==> src/hw/mem_req_pkg.sv <==
/* Cache-side request and response types for the read bridge.
   Instruction refills always use ICACHE_MEM_ID; the data cache must never issue it. */
package mem_req_pkg;

  localparam int MEM_DATA_W  = 128;
  localparam int IFILL_W     = 512;
  localparam int IFILL_BEATS = IFILL_W / MEM_DATA_W;
  localparam int PADDR_W     = 40;
  localparam int MEM_ID_W    = 4;
  localparam int MEM_LEN_W   = 4;
  localparam int MEM_SIZE_W  = 3;

  localparam logic [MEM_ID_W-1:0] ICACHE_MEM_ID = 4'hF;

  // Burst length is in beats minus one
  typedef struct packed {
    logic [PADDR_W-1:0]    addr;
    logic [MEM_LEN_W-1:0]  len;
    logic [MEM_SIZE_W-1:0] size;
    logic [MEM_ID_W-1:0]   id;
  } mem_req_t;

  typedef struct packed {
    logic [MEM_DATA_W-1:0] data;
    logic [MEM_ID_W-1:0]   id;
    logic                  err;
    logic                  last;
  } mem_resp_r_t;

  typedef logic [IFILL_W-1:0] ifill_line_t;

endpackage

==> src/hw/axi_rd_pkg.sv <==
/* AXI4 read channel words and constants used by the bridge.
   Only INCR-style read bursts are produced; no user, lock or cache fields. */
package axi_rd_pkg;

  import mem_req_pkg::*;

  localparam int AXI_LEN_W  = 8;
  localparam int AXI_SIZE_W = 3;
  localparam int AXI_RESP_W = 2;

  localparam logic [AXI_RESP_W-1:0] AXI_RESP_OKAY = 2'b00;
  localparam logic [AXI_SIZE_W-1:0] AXI_SIZE_BEAT = 3'd4;

  // Depth of the R channel buffer
  localparam int R_FIFO_DEPTH = 2;

  typedef struct packed {
    logic [MEM_ID_W-1:0]   id;
    logic [PADDR_W-1:0]    addr;
    logic [AXI_LEN_W-1:0]  len;
    logic [AXI_SIZE_W-1:0] size;
  } axi_ar_t;

  typedef struct packed {
    logic [MEM_ID_W-1:0]   id;
    logic [MEM_DATA_W-1:0] data;
    logic [AXI_RESP_W-1:0] resp;
    logic                  last;
  } axi_r_t;

endpackage

==> src/hw/cache_axi_read_top.sv <==
`timescale 1ns/1ps
/* Read side of the cache-to-AXI bridge: arbiter, R beat buffer and response router.
   Write channels are not present. */
module cache_axi_read_top
  import mem_req_pkg::*;
  import axi_rd_pkg::*;
(
  input  logic               clk_i,
  input  logic               rst_ni,

  input  logic               icache_miss_valid_i,
  input  logic [PADDR_W-1:0] icache_miss_paddr_i,
  output logic               icache_miss_ready_o,

  input  logic               dcache_miss_valid_i,
  input  mem_req_t           dcache_miss_req_i,
  output logic               dcache_miss_ready_o,

  output logic               axi_ar_valid_o,
  output axi_ar_t            axi_ar_o,
  input  logic               axi_ar_ready_i,

  input  logic               axi_r_valid_i,
  input  axi_r_t             axi_r_i,
  output logic               axi_r_ready_o,

  output logic               dcache_miss_resp_valid_o,
  output mem_resp_r_t        dcache_miss_resp_o,
  input  logic               dcache_miss_resp_ready_i,

  output logic               icache_miss_resp_valid_o,
  output ifill_line_t        icache_miss_resp_data_o,
  output logic               icache_miss_resp_err_o
);

  logic   fifo_valid;
  logic   fifo_ready;
  axi_r_t fifo_beat;

  read_req_arbiter u_arbiter (
    .clk_i               (clk_i),
    .rst_ni              (rst_ni),
    .icache_miss_valid_i (icache_miss_valid_i),
    .icache_miss_paddr_i (icache_miss_paddr_i),
    .icache_miss_ready_o (icache_miss_ready_o),
    .dcache_miss_valid_i (dcache_miss_valid_i),
    .dcache_miss_req_i   (dcache_miss_req_i),
    .dcache_miss_ready_o (dcache_miss_ready_o),
    .axi_ar_valid_o      (axi_ar_valid_o),
    .axi_ar_o            (axi_ar_o),
    .axi_ar_ready_i      (axi_ar_ready_i)
  );

  r_beat_fifo u_r_fifo (
    .clk_i         (clk_i),
    .rst_ni        (rst_ni),
    .axi_r_valid_i (axi_r_valid_i),
    .axi_r_i       (axi_r_i),
    .axi_r_ready_o (axi_r_ready_o),
    .fifo_valid_o  (fifo_valid),
    .fifo_beat_o   (fifo_beat),
    .fifo_ready_i  (fifo_ready)
  );

  read_resp_router u_router (
    .clk_i                    (clk_i),
    .rst_ni                   (rst_ni),
    .fifo_valid_i             (fifo_valid),
    .fifo_beat_i              (fifo_beat),
    .fifo_ready_o             (fifo_ready),
    .dcache_miss_resp_valid_o (dcache_miss_resp_valid_o),
    .dcache_miss_resp_o       (dcache_miss_resp_o),
    .dcache_miss_resp_ready_i (dcache_miss_resp_ready_i),
    .icache_miss_resp_valid_o (icache_miss_resp_valid_o),
    .icache_miss_resp_data_o  (icache_miss_resp_data_o),
    .icache_miss_resp_err_o   (icache_miss_resp_err_o)
  );

endmodule

==> src/hw/r_beat_fifo.sv <==
`timescale 1ns/1ps
/* Two-entry buffer on the AXI R channel. Beats appear at the output one cycle
   after acceptance; there is no bypass path. */
module r_beat_fifo
  import axi_rd_pkg::*;
(
  input  logic   clk_i,
  input  logic   rst_ni,

  input  logic   axi_r_valid_i,
  input  axi_r_t axi_r_i,
  output logic   axi_r_ready_o,

  output logic   fifo_valid_o,
  output axi_r_t fifo_beat_o,
  input  logic   fifo_ready_i
);

  localparam int PTR_W = $clog2(R_FIFO_DEPTH);
  localparam int CNT_W = $clog2(R_FIFO_DEPTH + 1);

  axi_r_t             mem_q [R_FIFO_DEPTH];
  logic [PTR_W-1:0]   wr_ptr_q;
  logic [PTR_W-1:0]   rd_ptr_q;
  logic [CNT_W-1:0]   count_q;
  logic               push;
  logic               pop;

  assign axi_r_ready_o = (count_q != CNT_W'(R_FIFO_DEPTH));
  assign fifo_valid_o  = (count_q != '0);
  assign fifo_beat_o   = mem_q[rd_ptr_q];

  assign push = axi_r_valid_i & axi_r_ready_o;
  assign pop  = fifo_valid_o & fifo_ready_i;

  always_ff @(posedge clk_i) begin
    if (!rst_ni) begin
      wr_ptr_q <= '0;
      rd_ptr_q <= '0;
      count_q  <= '0;
    end else begin
      if (push) wr_ptr_q <= wr_ptr_q + 1'b1;
      if (pop) rd_ptr_q <= rd_ptr_q + 1'b1;
      if (push && !pop) begin
        count_q <= count_q + 1'b1;
      end else if (pop && !push) begin
        count_q <= count_q - 1'b1;
      end
    end
  end

  always_ff @(posedge clk_i) begin
    if (push) mem_q[wr_ptr_q] <= axi_r_i;
  end

endmodule

==> src/hw/read_req_arbiter.sv <==
`timescale 1ns/1ps
/* Round-robin arbiter between icache refills and dcache misses onto one AR channel.
   The icache may withdraw valid at any time; the dcache request must hold until ready. */
module read_req_arbiter
  import mem_req_pkg::*;
  import axi_rd_pkg::*;
(
  input  logic               clk_i,
  input  logic               rst_ni,

  input  logic               icache_miss_valid_i,
  input  logic [PADDR_W-1:0] icache_miss_paddr_i,
  output logic               icache_miss_ready_o,

  input  logic               dcache_miss_valid_i,
  input  mem_req_t           dcache_miss_req_i,
  output logic               dcache_miss_ready_o,

  output logic               axi_ar_valid_o,
  output axi_ar_t            axi_ar_o,
  input  logic               axi_ar_ready_i
);

  mem_req_t ic_req_q;
  logic     ic_valid_q;
  logic     ic_take;

  // High when the icache entry wins a tie
  logic     rr_ic_q;
  logic     ar_free;
  logic     grant_ic;
  logic     grant_dc;
  mem_req_t sel_req;

  axi_ar_t  ar_q;
  logic     ar_valid_q;

  // Holding register makes the icache request stable for AXI
  assign icache_miss_ready_o = ~ic_valid_q;
  assign ic_take             = icache_miss_valid_i & ~ic_valid_q;

  always_ff @(posedge clk_i) begin
    if (!rst_ni) begin
      ic_valid_q <= 1'b0;
    end else if (ic_take) begin
      ic_valid_q <= 1'b1;
    end else if (grant_ic) begin
      ic_valid_q <= 1'b0;
    end
  end

  always_ff @(posedge clk_i) begin
    if (ic_take) begin
      ic_req_q.addr <= icache_miss_paddr_i;
      ic_req_q.len  <= MEM_LEN_W'(IFILL_BEATS - 1);
      ic_req_q.size <= AXI_SIZE_BEAT;
      ic_req_q.id   <= ICACHE_MEM_ID;
    end
  end

  // AR slot can take a new request when empty or draining this cycle
  assign ar_free = ~ar_valid_q | axi_ar_ready_i;

  assign grant_ic            = ar_free & ic_valid_q & (rr_ic_q | ~dcache_miss_valid_i);
  assign dcache_miss_ready_o = ar_free & ~(ic_valid_q & rr_ic_q);
  assign grant_dc            = dcache_miss_valid_i & dcache_miss_ready_o;

  always_ff @(posedge clk_i) begin
    if (!rst_ni) begin
      rr_ic_q <= 1'b0;
    end else if (grant_ic | grant_dc) begin
      rr_ic_q <= grant_dc;
    end
  end

  assign sel_req = grant_ic ? ic_req_q : dcache_miss_req_i;

  always_ff @(posedge clk_i) begin
    if (!rst_ni) begin
      ar_valid_q <= 1'b0;
    end else if (ar_free) begin
      ar_valid_q <= grant_ic | grant_dc;
    end
  end

  always_ff @(posedge clk_i) begin
    if (grant_ic | grant_dc) begin
      ar_q.id   <= sel_req.id;
      ar_q.addr <= sel_req.addr;
      ar_q.len  <= AXI_LEN_W'(sel_req.len);
      ar_q.size <= sel_req.size;
    end
  end

  assign axi_ar_valid_o = ar_valid_q;
  assign axi_ar_o       = ar_q;

endmodule

==> src/hw/read_resp_router.sv <==
`timescale 1ns/1ps
/* Steers R beats by ID. Dcache beats pass through with back-pressure; icache beats
   are always taken and packed into a 512-bit line, beat 0 in the low bits. */
module read_resp_router
  import mem_req_pkg::*;
  import axi_rd_pkg::*;
(
  input  logic        clk_i,
  input  logic        rst_ni,

  input  logic        fifo_valid_i,
  input  axi_r_t      fifo_beat_i,
  output logic        fifo_ready_o,

  output logic        dcache_miss_resp_valid_o,
  output mem_resp_r_t dcache_miss_resp_o,
  input  logic        dcache_miss_resp_ready_i,

  output logic        icache_miss_resp_valid_o,
  output ifill_line_t icache_miss_resp_data_o,
  output logic        icache_miss_resp_err_o
);

  localparam int BEAT_CNT_W = $clog2(IFILL_BEATS);

  logic                  is_ic;
  logic                  beat_err;
  logic                  ic_take;
  logic                  err_acc;
  logic [BEAT_CNT_W-1:0] beat_cnt_q;
  logic                  err_q;
  logic                  ic_valid_q;
  ifill_line_t           line_q;

  assign is_ic    = (fifo_beat_i.id == ICACHE_MEM_ID);
  assign beat_err = (fifo_beat_i.resp != AXI_RESP_OKAY);

  // Icache side has no ready, so its beats never stall the FIFO
  assign fifo_ready_o = is_ic | dcache_miss_resp_ready_i;

  assign dcache_miss_resp_valid_o = fifo_valid_i & ~is_ic;
  assign dcache_miss_resp_o.data  = fifo_beat_i.data;
  assign dcache_miss_resp_o.id    = fifo_beat_i.id;
  assign dcache_miss_resp_o.err   = beat_err;
  assign dcache_miss_resp_o.last  = fifo_beat_i.last;

  assign ic_take = fifo_valid_i & is_ic;

  // Error flag restarts on the first beat of each line
  assign err_acc = ((beat_cnt_q == '0) ? 1'b0 : err_q) | beat_err;

  always_ff @(posedge clk_i) begin
    if (!rst_ni) begin
      beat_cnt_q <= '0;
      err_q      <= 1'b0;
      ic_valid_q <= 1'b0;
    end else begin
      ic_valid_q <= ic_take & fifo_beat_i.last;
      if (ic_take) begin
        err_q      <= err_acc;
        beat_cnt_q <= fifo_beat_i.last ? '0 : beat_cnt_q + 1'b1;
      end
    end
  end

  always_ff @(posedge clk_i) begin
    if (ic_take) begin
      line_q[beat_cnt_q*MEM_DATA_W +: MEM_DATA_W] <= fifo_beat_i.data;
    end
  end

  assign icache_miss_resp_valid_o = ic_valid_q;
  assign icache_miss_resp_data_o  = line_q;
  assign icache_miss_resp_err_o   = err_q;

endmodule

==> config.mk <==
export PLATFORM = sky130hd
export DESIGN_NAME = cache_axi_read_top
export DESIGN_NICKNAME = d
export VERILOG_FILES = /design/src/hw/mem_req_pkg.sv /design/src/hw/axi_rd_pkg.sv /design/src/hw/cache_axi_read_top.sv /design/src/hw/r_beat_fifo.sv /design/src/hw/read_req_arbiter.sv /design/src/hw/read_resp_router.sv
export SDC_FILE = /design/constraint.sdc
export NUM_CORES = 1
export LEC_CHECK = 0
export BUFFER_PORTS_ARGS = -buffer_cell sky130_fd_sc_hd__buf_4
export CAP_MARGIN = 20
export CORE_AREA = 2 2 370 372
export DETAILED_ROUTE_END_ITERATION = 6
export DIE_AREA = 0 0 372 374
export SLEW_MARGIN = 15
export SYNTH_ARGS = -nofsm -noshare
export SYNTH_HDL_FRONTEND = slang
export SYNTH_SLANG_ARGS = --single-unit
export TNS_END_PERCENT = 10
==> constraint.sdc <==
create_clock -name clk_i -period 8 [get_ports clk_i]
set_clock_uncertainty 0.05 [all_clocks]
set_input_delay 0 -clock clk_i [delete_from_list [all_inputs] [get_ports clk_i]]
set_output_delay 0 -clock clk_i [all_outputs]
set_load 0.05 [all_outputs]
==> reports/summary.txt <==
Fin crit share: 51.19%
Die Ht: 374 um
Post-synthesis sequential area ratio: 83.32%
Post-route ant nets: 0
Wirelength per Cell: 20.74 um
Hold Crit Class: in2reg
Vias in the first global route: 21770
Fmax: 244.2 MHz
Status: finished clean
Main synth FF type: edfxtp_1
CP Launch Type: flop
# rows: 135
Crit-path max cell delay: 0.78 ns
Area of the multi-input gates: 4463 um2
Global route overflow: 0
Final hold vios: 0
Cell variety after synth: 39
First-pass GRT wire length: 149900 um
TritonCTS buffer count: 94
RSZ-0062 raised after global routing: false
Via-per-instance ratio: 4.092
Layout Nets: 3508
TritonCTS clock tree: done
IO Pins: 941
Die W: 372 um
Hold Crit Depth: 3
Max-Cap Viols: 0
Avg Cell Area, Syn: 17.03 um2
Fraction of registers with async set or reset after synthesis: 0%
FILL cells: 12790
Drt first-iter violations: 1505
Final setup violation count: 0
Routability Congestion: 0.8855
DRC errors left: 0
Max Transition Viols Final: 0
PwrDens: 275.7 nW/um2
Reg area: 26460 um2
H-tree lvl count: 3
Total GRT Usage: 14.78%
Die Area: 139100 um2
Crit path capture type: output pin
Syn. warnings: 0
Via count: 21010
CTS max path bufs: 3
Final Core Density: 35.78%
P_leak: 17.79 nW
Largest net degree at the start of global routing: 87
Post-synth EDFFs: 873
VDD IR max: 0.2064 mV
Synthesized instance count: 1864
Crit-path max FO: 40
Setup CP Type: reg2out
Post-DP HPWL: 70450 um
Post-DP Area: 40950 um2
Setup TNS: 0 ns
CP max-delay cell: mux2i_1
Worst Max-Slew Pin Slew: 1.142 ns
Req. time, crit path: 7.95 ns
Initial Util: 23.53%
Clock transition at path regs: 0.07 ns
Rel. slew slack: 22.36%
Crit path DAT: 4.05 ns
Worst r2r path cells: 6
Sink Count: 885
Cell Area, Synth: 31750 um2
CP dominant cell by count: buf_4
Synthesis-stage register bit count: 885
Syn-to-layout area delta: 52.06%
Total design power: 13.31 mW
Drt pass-1 iters: 5
Worst path cell trace: buf_4, buf_4, mux2i_1, inv_1, buf_4
Postcts setup bufs: 0
Root buf cell: clkbuf_16
Worst Hold Margin: 0.09066 ns
Final WL: 106500 um
Min cycle time layout: 4.095 ns
Finished Cell Area: 48290 um2
Core ar.: 135000 um2
Clock latency on the worst-skew pair: 0.69 ns
Layout cells sized above 1: 34.92%
Port buffer count: 936
Antenna violations before repair: 3
-- path summary, 6_finish.rpt --
kind | slack [ns] | start | end
setup / recovery | 3.90 | flop | dcache_miss_resp_o[90]
hold / removal | 0.09 | dcache_miss_req_i[13] | u_arbiter.axi_ar_o[13]$_DFFE_PP_
setup reg to reg | 4.47 | u_router.beat_cnt_q[0]$_SDFFE_PN0P_ | u_router.icache_miss_resp_data_o[264]$_DFFE_PP_
hold reg to reg | 0.44 | u_r_fifo.rd_ptr_q$_SDFFE_PN0P_ | flop
-- layout make-up --
type,count,area share (%)
flip-flops and latches,885,54.80
diodes,4,0.02073
clock inverters,60,1.402
well taps,1781,4.615
inverters,134,1.042
repair buffers,1389,23.80
multi-input cells,765,9.243
clock buffers,115,5.079
-- layout by cell type (no fill, tap or decap), types with 3 or more instances in the layout --
master	synthesis	routed
buf_4	10	968
edfxtp_1	873	873
nor2_1	519	517
dlygate4sd3_1	0	419
inv_1	133	133
mux2i_1	131	128
clkbuf_16	0	95
mux2_4	38	38
clkinv_1	0	20
clkbuf_1	56	20
clkinv_2	0	13
dfxtp_1	12	11
nand2b_1	10	10
bufinv_16	0	10
mux2_2	8	8
nand2_1	6	6
and2_1	6	6
ha_1	6	6
and3_4	0	5
diode_2	0	4
conb_1	1	4
inv_6	0	4
nor2b_1	3	3
mux2i_2	0	3
clkinv_16	0	3
clkinv_4	0	3
clkinvlp_4	0	3
-- flip-flops by register name (all words and copies together), names as in the netlist, named ones only --
signal,count
u_router.icache_miss_resp_data_o,512
u_r_fifo.mem_q,270
u_arbiter.axi_ar_o,51
u_arbiter.ic_req_q,40
u_r_fifo.count_q,2
u_router.beat_cnt_q,2
u_arbiter.axi_ar_valid_o,1
u_arbiter.ic_valid_q,1
u_arbiter.rr_ic_q,1
u_r_fifo.rd_ptr_q,1
u_r_fifo.wr_ptr_q,1
u_router.icache_miss_resp_err_o,1
u_router.icache_miss_resp_valid_o,1
-- layer usage --
metal	GRT usage (%)	wire, um	vias to the layer above
met5	0	0	-
met4	5.539	3598	0
met3	4.278	8649	181
met2	25.01	52310	963
met1	17.68	41930	10440
li1	-	-	9418
-- metrics by stage --
step,std cells,worst slack [ns]
after floorplan,1867,0.6475
after global placement,4533,4.529
after detailed placement,4535,4.355
after CTS,5129,3.810
after global routing,5131,3.711
final,5133,3.905
-- power breakdown --
group / switching, mW / leakage (nW) / internal (mW) / total, mW
Clock: 1.90 / 1.51 / 2.54 / 4.43
Sequential: 0.109 / 7.46 / 5.51 / 5.62
Combinational: 2.33 / 8.81 / 0.936 / 3.26
Total: 4.33 / 17.8 / 8.98 / 13.3
-- synthesized netlist by cell type, drive strengths merged, types with 3 or more instances --
master / count / area [um2]
a21boi: 3 / 22.52
and2: 6 / 37.54
and3: 6 / 37.54
buf: 27 / 220.2
clkbuf: 56 / 210.2
dfxtp: 12 / 240.2
edfxtp: 873 / 26220
ha: 6 / 75.07
inv: 134 / 503.0
mux2: 46 / 660.6
mux2i: 131 / 1311
nand2: 6 / 22.52
nand2b: 10 / 62.56
nor2: 519 / 1948
nor2b: 3 / 18.77
o21ai: 4 / 20.02
or3: 4 / 25.02
-- cells by family after synthesis --
group	after synthesis	share of synthesized area (%)
adders and majority gates	6	0.2364
and+or+nand+nor	562	6.935
DFF	885	83.32
muxes	177	6.210
other	1	0.01181
xor gates and xnor gates	3	0.08276
buffers and inverters	217	2.940
AOI/OAI and AO/OA	13	0.2680
-- critical path, delay by kind of cell, from the launching register on --
| kind | cells | cell delay, ns |
|---|---|---|
| buf+inv | 4 | 1.72 |
| flops | 1 | 0.64 |
| mux | 1 | 0.78 |
-- what timing repair did --
action                    4_1_cts  5_1_grt
hold endpoints to repair      464        0
hold buffers                  419        0
resized for setup               0        0
Power figures use the tool's default switching activity.
